===== src/common/cache_pkg.sv =====
// ----------------------------
// Shared geometry, opcodes, FSM states and port payloads of the
// blocking cache, used by RTL and testbench by scoped names
// ----------------------------

package cache_pkg;

  // ----------------------------
  // Geometry
  // ----------------------------

  // Byte address and data word widths
  localparam int addr_bits = 12;
  localparam int word_bits = 32;

  // Direct-mapped, 8 lines of 4 words
  localparam int line_words = 4;
  localparam int num_lines = 8;

  // Address split is tag | index | byte offset
  localparam int index_bits = 3;
  localparam int offset_bits = 4;
  localparam int tag_bits = addr_bits - index_bits - offset_bits;

  // ----------------------------
  // Enums
  // ----------------------------

  // Opcode shared by the processor and memory ports
  typedef enum logic [0:0] {
    op_read  = 1'b0,
    op_write = 1'b1
  } mem_op_t;

  // Controller states
  typedef enum logic [3:0] {
    idle,
    tag_check,
    read_access,
    write_access,
    resp_wait,
    evict_req,
    evict_wait,
    refill_req,
    refill_wait,
    refill_update
  } cache_state_t;

  // ----------------------------
  // Port payloads
  // ----------------------------

  typedef struct packed {
    mem_op_t op;
    logic [addr_bits-1:0] addr;
    logic [word_bits-1:0] data;
  } cache_req_t;

  typedef struct packed {
    mem_op_t op;
    logic [word_bits-1:0] data;
  } cache_resp_t;

  // Memory side, address always word-aligned
  typedef struct packed {
    mem_op_t op;
    logic [addr_bits-1:0] addr;
    logic [word_bits-1:0] data;
  } mem_req_t;

  typedef struct packed {
    mem_op_t op;
    logic [word_bits-1:0] data;
  } mem_resp_t;

endpackage


===== src/cache_ctrl/beat_counter.sv =====
// ----------------------------
// Word beat counter for one line transfer on the memory port
// ----------------------------

module beat_counter (
  input  logic clk,
  input  logic reset,

  input  logic clear,
  input  logic step,

  output logic [1:0] beat,
  output logic last_beat
);

  // Wraps to zero after the last beat, so an eviction
  // hands a zeroed count straight to the refill
  always_ff @(posedge clk) begin
    if (reset) begin
      beat <= '0;
    end else if (clear) begin
      beat <= '0;
    end else if (step) begin
      beat <= beat + 2'd1;
    end
  end

  assign last_beat = (beat == 2'(cache_pkg::line_words - 1));

endmodule


===== src/cache_ctrl/cache_ctrl.sv =====
// ----------------------------
// Cache FSM: tag check, hit access, dirty eviction and refill,
// with all four port handshakes decoded from the current state
// ----------------------------

module cache_ctrl (
  input  logic clk,
  input  logic reset,

  // Processor side
  input  logic cachereq_valid,
  output logic cachereq_ready,
  output logic cacheresp_valid,
  input  logic cacheresp_ready,

  // Memory side
  output logic memreq_valid,
  input  logic memreq_ready,
  input  logic memresp_valid,
  output logic memresp_ready,

  // Status from the datapath and beat counter
  input  cache_pkg::mem_op_t req_op,
  input  logic tag_hit,
  input  logic line_dirty,
  input  logic last_beat,

  // Datapath and beat counter controls
  output logic req_load,
  output logic tag_wen,
  output logic data_wen,
  output logic data_sel,
  output logic set_valid,
  output logic set_dirty,
  output logic clear_dirty,
  output logic addr_sel,
  output logic beat_clear,
  output logic beat_step
);

  // One bit per control, in table column order
  typedef struct packed {
    logic req_ready;
    logic resp_valid;
    logic mreq_valid;
    logic mresp_ready;
    logic req_load;
    logic tag_wen;
    logic data_wen;
    logic data_sel;
    logic set_valid;
    logic set_dirty;
    logic clear_dirty;
    logic addr_sel;
    logic beat_clear;
    logic beat_step;
  } ctrl_t;

  cache_pkg::cache_state_t state;
  cache_pkg::cache_state_t state_next;
  ctrl_t ctrl;

  always_ff @(posedge clk) begin
    if (reset) begin
      state <= cache_pkg::idle;
    end else begin
      state <= state_next;
    end
  end

  // ----------------------------
  // Next state
  // ----------------------------

  always_comb begin
    state_next = state;
    case (state)
      cache_pkg::idle: begin
        if (cachereq_valid) begin
          state_next = cache_pkg::tag_check;
        end
      end
      cache_pkg::tag_check: begin
        if (tag_hit) begin
          if (req_op == cache_pkg::op_write) begin
            state_next = cache_pkg::write_access;
          end else begin
            state_next = cache_pkg::read_access;
          end
        end else if (line_dirty) begin
          state_next = cache_pkg::evict_req;
        end else begin
          state_next = cache_pkg::refill_req;
        end
      end
      cache_pkg::read_access, cache_pkg::resp_wait: begin
        state_next = cacheresp_ready ? cache_pkg::idle : cache_pkg::resp_wait;
      end
      // Response goes out one cycle after the array write
      cache_pkg::write_access: state_next = cache_pkg::resp_wait;
      cache_pkg::evict_req: begin
        if (memreq_ready) begin
          state_next = cache_pkg::evict_wait;
        end
      end
      // Writes get no response, so the wait is a single cycle
      cache_pkg::evict_wait: begin
        state_next = last_beat ? cache_pkg::refill_req : cache_pkg::evict_req;
      end
      cache_pkg::refill_req: begin
        if (memreq_ready) begin
          state_next = cache_pkg::refill_wait;
        end
      end
      cache_pkg::refill_wait: begin
        if (memresp_valid) begin
          state_next = last_beat ? cache_pkg::refill_update : cache_pkg::refill_req;
        end
      end
      // Line is now present, so replay the access as a hit
      cache_pkg::refill_update: begin
        if (req_op == cache_pkg::op_write) begin
          state_next = cache_pkg::write_access;
        end else begin
          state_next = cache_pkg::read_access;
        end
      end
      default: state_next = cache_pkg::idle;
    endcase
  end

  // ----------------------------
  // Control table
  // ----------------------------

  // data_sel: 0 request word, 1 refill word
  // addr_sel: 0 evict address, 1 refill address
  always_comb begin
    case (state)
      //                            req rsp mrq mrs ld  tag dat dsl sv  sd  cd  asl bcl bst
      cache_pkg::idle:          ctrl = '{'1, '0, '0, '0, '1, '0, '0, '0, '0, '0, '0, '0, '0, '0};
      cache_pkg::tag_check:     ctrl = '{'0, '0, '0, '0, '0, '0, '0, '0, '0, '0, '0, '0, '1, '0};
      cache_pkg::read_access:   ctrl = '{'0, '1, '0, '0, '0, '0, '0, '0, '0, '0, '0, '0, '0, '0};
      cache_pkg::write_access:  ctrl = '{'0, '0, '0, '0, '0, '0, '1, '0, '0, '1, '0, '0, '0, '0};
      cache_pkg::resp_wait:     ctrl = '{'0, '1, '0, '0, '0, '0, '0, '0, '0, '0, '0, '0, '0, '0};
      cache_pkg::evict_req:     ctrl = '{'0, '0, '1, '0, '0, '0, '0, '0, '0, '0, '0, '0, '0, '0};
      cache_pkg::evict_wait:    ctrl = '{'0, '0, '0, '0, '0, '0, '0, '0, '0, '0, '0, '0, '0, '1};
      cache_pkg::refill_req:    ctrl = '{'0, '0, '1, '0, '0, '0, '0, '0, '0, '0, '0, '1, '0, '0};
      cache_pkg::refill_wait: begin
        ctrl = '{'0, '0, '0, '1, '0, '0, memresp_valid, '1, '0, '0, '0, '1, '0, memresp_valid};
      end
      cache_pkg::refill_update: ctrl = '{'0, '0, '0, '0, '0, '1, '0, '0, '1, '0, '1, '1, '0, '0};
      default:                  ctrl = '0;
    endcase
  end

  assign cachereq_ready  = ctrl.req_ready;
  assign cacheresp_valid = ctrl.resp_valid;
  assign memreq_valid    = ctrl.mreq_valid;
  assign memresp_ready   = ctrl.mresp_ready;
  assign req_load        = ctrl.req_load;
  assign tag_wen         = ctrl.tag_wen;
  assign data_wen        = ctrl.data_wen;
  assign data_sel        = ctrl.data_sel;
  assign set_valid       = ctrl.set_valid;
  assign set_dirty       = ctrl.set_dirty;
  assign clear_dirty     = ctrl.clear_dirty;
  assign addr_sel        = ctrl.addr_sel;
  assign beat_clear      = ctrl.beat_clear;
  assign beat_step       = ctrl.beat_step;

endmodule


===== src/source/blocking_cache.sv =====
// ----------------------------
// Blocking write-back cache top: FSM, beat counter and datapath
// between the processor port and the word-wide memory port
// ----------------------------

module blocking_cache (
  input  logic clk,
  input  logic reset,

  input  logic cachereq_valid,
  output logic cachereq_ready,
  input  cache_pkg::cache_req_t cachereq,

  output logic cacheresp_valid,
  input  logic cacheresp_ready,
  output cache_pkg::cache_resp_t cacheresp,

  output logic memreq_valid,
  input  logic memreq_ready,
  output cache_pkg::mem_req_t memreq,

  input  logic memresp_valid,
  output logic memresp_ready,
  input  cache_pkg::mem_resp_t memresp
);

  cache_pkg::mem_op_t req_op;
  logic tag_hit;
  logic line_dirty;
  logic last_beat;
  logic [1:0] beat;

  // FSM to datapath and counter
  logic req_load;
  logic tag_wen;
  logic data_wen;
  logic data_sel;
  logic set_valid;
  logic set_dirty;
  logic clear_dirty;
  logic addr_sel;
  logic beat_clear;
  logic beat_step;

  cache_ctrl u_ctrl (
    .clk(clk), .reset(reset),
    .cachereq_valid(cachereq_valid), .cachereq_ready(cachereq_ready),
    .cacheresp_valid(cacheresp_valid), .cacheresp_ready(cacheresp_ready),
    .memreq_valid(memreq_valid), .memreq_ready(memreq_ready),
    .memresp_valid(memresp_valid), .memresp_ready(memresp_ready),
    .req_op(req_op), .tag_hit(tag_hit), .line_dirty(line_dirty), .last_beat(last_beat),
    .req_load(req_load), .tag_wen(tag_wen), .data_wen(data_wen), .data_sel(data_sel),
    .set_valid(set_valid), .set_dirty(set_dirty), .clear_dirty(clear_dirty),
    .addr_sel(addr_sel), .beat_clear(beat_clear), .beat_step(beat_step)
  );

  beat_counter u_beat (
    .clk(clk), .reset(reset),
    .clear(beat_clear), .step(beat_step),
    .beat(beat), .last_beat(last_beat)
  );

  cache_dpath u_dpath (
    .clk(clk), .reset(reset),
    .cachereq(cachereq),
    .req_load(req_load), .tag_wen(tag_wen), .data_wen(data_wen), .data_sel(data_sel),
    .set_valid(set_valid), .set_dirty(set_dirty), .clear_dirty(clear_dirty),
    .addr_sel(addr_sel),
    .beat(beat), .memresp(memresp),
    .req_op(req_op), .tag_hit(tag_hit), .line_dirty(line_dirty),
    .cacheresp(cacheresp), .memreq(memreq)
  );

endmodule


===== src/source/cache_dpath.sv =====
// ----------------------------
// Cache storage and datapath: request latch, tag/data arrays,
// valid and dirty bits, hit detection and memory request forming
// ----------------------------

module cache_dpath (
  input  logic clk,
  input  logic reset,

  input  cache_pkg::cache_req_t cachereq,

  // Controls from the FSM
  input  logic req_load,
  input  logic tag_wen,
  input  logic data_wen,
  input  logic data_sel,
  input  logic set_valid,
  input  logic set_dirty,
  input  logic clear_dirty,
  input  logic addr_sel,

  input  logic [1:0] beat,
  input  cache_pkg::mem_resp_t memresp,

  // Status back to the FSM
  output cache_pkg::mem_op_t req_op,
  output logic tag_hit,
  output logic line_dirty,

  output cache_pkg::cache_resp_t cacheresp,
  output cache_pkg::mem_req_t memreq
);

  cache_pkg::cache_req_t req_reg;

  logic [cache_pkg::tag_bits-1:0] req_tag;
  logic [cache_pkg::index_bits-1:0] req_index;
  logic [1:0] req_word;

  // Storage
  logic [cache_pkg::tag_bits-1:0] tag_array [cache_pkg::num_lines];
  logic [cache_pkg::word_bits-1:0] data_array [cache_pkg::num_lines][cache_pkg::line_words];
  logic [cache_pkg::num_lines-1:0] valid_bits;
  logic [cache_pkg::num_lines-1:0] dirty_bits;

  logic [1:0] wr_word;
  logic [cache_pkg::word_bits-1:0] wr_data;
  logic [cache_pkg::tag_bits-1:0] mem_tag;

  // ----------------------------
  // Request latch
  // ----------------------------

  always_ff @(posedge clk) begin
    if (req_load) begin
      req_reg <= cachereq;
    end
  end

  assign req_tag   = req_reg.addr[cache_pkg::addr_bits-1 -: cache_pkg::tag_bits];
  assign req_index = req_reg.addr[cache_pkg::offset_bits +: cache_pkg::index_bits];
  assign req_word  = req_reg.addr[cache_pkg::offset_bits-1:2];
  assign req_op    = req_reg.op;

  // ----------------------------
  // Arrays
  // ----------------------------

  always_ff @(posedge clk) begin
    if (tag_wen) begin
      tag_array[req_index] <= req_tag;
    end
  end

  // Refill fills by beat, a write hit by request offset
  assign wr_word = data_sel ? beat : req_word;
  assign wr_data = data_sel ? memresp.data : req_reg.data;

  always_ff @(posedge clk) begin
    if (data_wen) begin
      data_array[req_index][wr_word] <= wr_data;
    end
  end

  always_ff @(posedge clk) begin
    if (reset) begin
      valid_bits <= '0;
      dirty_bits <= '0;
    end else begin
      if (set_valid) begin
        valid_bits[req_index] <= 1'b1;
      end
      if (set_dirty) begin
        dirty_bits[req_index] <= 1'b1;
      end else if (clear_dirty) begin
        dirty_bits[req_index] <= 1'b0;
      end
    end
  end

  assign tag_hit    = valid_bits[req_index] && (tag_array[req_index] == req_tag);
  assign line_dirty = valid_bits[req_index] && dirty_bits[req_index];

  // ----------------------------
  // Port payloads
  // ----------------------------

  assign cacheresp.op   = req_reg.op;
  assign cacheresp.data = data_array[req_index][req_word];

  // Eviction goes to the stored tag, refill to the requested one
  assign mem_tag = addr_sel ? req_tag : tag_array[req_index];

  always_comb begin
    if (addr_sel) begin
      memreq.op = cache_pkg::op_read;
    end else begin
      memreq.op = cache_pkg::op_write;
    end
    memreq.addr = {mem_tag, req_index, beat, 2'b00};
    memreq.data = data_array[req_index][beat];
  end

endmodule

===== config.mk =====
export PLATFORM = sky130hd
export DESIGN_NAME = blocking_cache
export DESIGN_NICKNAME = d
export VERILOG_FILES = /design/src/common/cache_pkg.sv /design/src/cache_ctrl/beat_counter.sv /design/src/cache_ctrl/cache_ctrl.sv /design/src/source/blocking_cache.sv /design/src/source/cache_dpath.sv
export SDC_FILE = /design/constraint.sdc
export NUM_CORES = 1
export LEC_CHECK = 0
export BUFFER_PORTS_ARGS = -buffer_cell sky130_fd_sc_hd__clkbuf_2
export CORE_MARGIN = 2
export CORE_UTILIZATION = 62
export DETAILED_ROUTE_END_ITERATION = 10
export PLACE_DENSITY = 0.8
export SLEW_MARGIN = 20
export SYNTH_ARGS = -nofsm -noshare
export SYNTH_HDL_FRONTEND = slang
export SYNTH_SLANG_ARGS = --single-unit

===== constraint.sdc =====
create_clock -name clk -period 6.5 [get_ports clk]
set_clock_uncertainty 0.2 [all_clocks]
set_input_delay 0.325 -clock clk [delete_from_list [all_inputs] [get_ports clk]]
set_output_delay 0.325 -clock clk [all_outputs]
set_load 0.005 [all_outputs]

==> results.md <==
- The overall fraction of global-route tracks in use is 0.293.
- The number of vias after detailed routing is 22.2k.
- The initial antenna violation count came to 0.
- The repair_antennas step left the layout with diodes totalling 0.
- The first detailed-routing pass took 5 iterations.
- Global routing finished with a remaining overflow of 0.
- The tightest min-delay check is of the primary input to flip-flop type.
- The critical path endpoint category is a flip-flop.
- The final-layout worst hold slack is 0.162 ns.
- The total number of yosys warnings is 0.
- Sorting the synthesized cells by how often they occur yields 1107 x sky130_fd_sc_hd__edfxtp_1, 320 x sky130_fd_sc_hd__mux4_2, 122 x sky130_fd_sc_hd__mux2_2, 60 x sky130_fd_sc_hd__nor2_1, 52 x sky130_fd_sc_hd__clkbuf_1.
- The number of max-cap violations is 0.
- A synthesized cell averages 22.8 um^2.
- The maximum clock frequency is 0.219 GHz.
- The setup TNS after final layout is 0 ns.
- In this run the tool buffered the top-level ports with 160 buffer cells.
- The detailed placer's ending HPWL is 55500 um.
- The share of synthesized area in the top cell type comes to 0.742.
- The core region is 71500 um^2.
- The first global-routing pass estimated 156000 um of wire.
- The share of post-route cells with drive strength above 1 is 0.364.
- Counting the buffers created by CTS gives 109.
- In this run the deepest clock path goes through 3 buffers.
- The post-synthesis cell area is 44800 um^2.
- TritonCTS built the clock tree.
- Among all cell types in the netlist, the one instantiated most often is sky130_fd_sc_hd__edfxtp_1.
- The maximum number of pins on one net before global-route repair is 104.
- For this run, the register share of the synthesized area comes to 0.753.
- The initial utilization of the core area, before any placement, comes to 0.627.
- Summed over all cells, the static leakage comes to 0.0161 uW.
- The synthesized netlist cell count is 1970.
- The die boundary height is 273 um.
- Cell internal power was estimated by the tool at 15800 uW.
- The H-tree was split into 3 levels.
- The type of element launching the critical path is a flip-flop.
- The power share of the combinational group is 0.302.
- The number of enable flip-flop cells after synthesis is 1107.
- At the worst endpoint, the required time is 6.61 ns.
- The number of placement rows is 98.
- After clock tree synthesis, the clock-pin slew on the worst setup and hold paths is 0.06 ns.
- The number of clock sinks is 1132.
- The root buffer cell is sky130_fd_sc_hd__clkbuf_16.
- Summing all placed instances gives a cell area of 46900 um^2.
- Of the available clock period, the critical path in the final layout requires 0.702.
- The number of DRC markers after the initial detailed-route iteration is 2889.
- For this design the total switching power over the nets is 6730 uW.
- The async set-or-reset flop fraction in the synthesized netlist is 0.
- The routability congestion estimate from global placement is 0.814.
- The worst path arrival time is 4.67 ns.
- Setup repair after global routing left no endpoint under its margin.
- The final layout contains 2309 nets.
- The highest fanout seen on the critical path is 19.
- The average wire length per cell after detail routing is 32.7 um.
- In the synthesized netlist the dominant register cell turns out to be sky130_fd_sc_hd__edfxtp_1.
- For the pin with the worst max-slew slack, the measured transition is 1.15 ns.
- The critical path class is flip-flop to flip-flop.
- The post-synthesis to final-layout area growth is 13.2%.
- Of the total power, registers draw 0.428.
- 166 I/O pins were placed.
- In this run, distinct cell masters in the synthesized netlist total 47.
- Clock latency on the worst-skew pair, taken at its later pin, is 0.67 ns.
- The power density over the cells is 445 nW/um^2.
- The maximum resistive drop on vdd is 445 uV.
- The switching share of total power is 0.298.
- The share of total power dissipated in the clock network is 0.270.
- The count of endpoints failing setup in the final report is 0.
- The number of synthesized register bits is 1132.
- The area enclosed by the die boundary is 74500 um^2.
- The post-layout minimum cycle time is 4.56 ns.
- Once layout is done, the placed cells without fillers occupy 50700 um^2.
- The run finished with clean final reports.
- The post-CTS repair timing setup buffer count is 0.
- Of all cell types, the one taking the most synthesized area is sky130_fd_sc_hd__edfxtp_1.
- The number of flip-flops in the largest register is 1024.
- The number of hold violations in the final report is 0.
- The worst relative slew slack is 0.231.
- The final count of pins violating max slew is 0.
- The floorplan step set the die width to 273 um.
- The via count of the first global-routing pass came to 23.1k.
- In the routed layout, each cell is associated on average with a via count of 6.82.
- The DRC violations left is 0.
- Sorting the synthesized cells by area gives the leading types as sky130_fd_sc_hd__edfxtp_1 74%, sky130_fd_sc_hd__mux4_2 16%, sky130_fd_sc_hd__mux2_2 3.1%.
- The total wirelength of the detailed-routed design is 106000 um.
- The count of nets left with antenna violations once routing finished came out at 0.
stage by stage:
| step | instances | setup slack, ns | total power (uW) | util |
|---|---|---|---|---|
| final | 3258 | 1.94 | 22600 | 0.710 |
| after global routing | 3258 | 1.77 | 23300 | 0.710 |
| after CTS | 3257 | 1.91 | 22600 | 0.709 |
| after detailed placement | 3016 | 2.03 | 16500 | 0.655 |
| after global placement | 3016 | 2.14 | 16300 | 0.655 |
| after floorplan | 1971 | 0.357 | 14400 | - |
timing repair:
item,CTS,global route
hold endpoints to repair,61,0
resized for setup,0,0
hold buffers,46,0
endpoints found under the setup margin,0,0
placed cells by master, fill, tap and decap left out, drive strengths merged, types with 2 or more instances in the layout:
cell type       n
edfxtp       1107
mux4          320
clkbuf        298
mux2          164
nor2           61
buf            48
dlygate4sd3    46
clkinv         45
nand2          27
dfxtp          25
o21ai          25
mux2i          24
nand3          17
inv            12
o21a            9
nor3            8
bufinv          8
xnor2           7
a21oi           7
nor2b           5
a22oi           4
o22ai           4
a31oi           4
and2            3
nor4            3
or3b            2
nand3b          2
a221o           2
and3            2
nand2b          2
a32oi           2
conb            2
power by group through the flow:
stage	combinational (uW)	clock, uW	sequential (uW)
6_report	6810	6100	9650
5_1_grt	7200	6400	9690
4_1_cts	6840	6150	9650
3_5_place_dp	6710	0	9800
3_3_place_gp	6480	0	9770
2_1_floorplan	4950	0	9450
worst paths after layout:
check	end	cells past startpoint	startpoint	slack, ns
max	u_dpath.data_array[1][114]$_DFFE_PP_	7	u_ctrl.state[0]$_SDFFE_PP0P_	1.94
min	u_dpath.req_reg[26]$_DFFE_PP_	2	cachereq[26]	0.16
max reg2reg	u_dpath.data_array[1][114]$_DFFE_PP_	7	u_ctrl.state[0]$_SDFFE_PP0P_	1.94
min reg2reg	flip-flop	2	flip-flop	0.28
layout make-up:
class	instances	area [um^2]
Sequential cell	1132	33800
Fill cell	3882	20700
Multi-Input combinational cell	718	10600
Clock buffer	138	2900
Timing Repair Buffer	254	1720
Tap cell	950	1190
Clock inverter	57	499
Inverter	9	33.8
per-layer routing:
metal / up-vias / global-route usage / part of all wire
met2: 1434 / 0.492 / 0.51
met4: 0 / 0.113 / 0.038
li1: 8859 / - / -
met1: 11700 / 0.387 / 0.36
met5: - / 0 / 0
met3: 241 / 0.0540 / 0.086
cell families (layout without fill, tap and decap cells):
kind of cell | count (synthesis) | in the layout | synth area share
other cells | 1 | 2 | 0.0000837
mux | 508 | 508 | 0.207
simple gates | 135 | 135 | 0.0135
flops | 1132 | 1132 | 0.753
compound gates | 65 | 65 | 0.00918
buf+inv | 121 | 458 | 0.0154
xor+xnor | 7 | 7 | 0.00137
fa+ha+maj | 1 | 1 | 0.000279
worst max-delay path, cell delays in order, from the launching register on:
cell and delay [ns]:
sky130_fd_sc_hd__dfxtp_1 0.63, sky130_fd_sc_hd__nand2_1 0.19, sky130_fd_sc_hd__nor3_1 0.72, sky130_fd_sc_hd__inv_1 0.24, sky130_fd_sc_hd__o22ai_1 0.30, sky130_fd_sc_hd__nand2_1 0.48
sky130_fd_sc_hd__nor2_4 0.92, sky130_fd_sc_hd__buf_4 0.50
(Power assumes the default switching activity.)
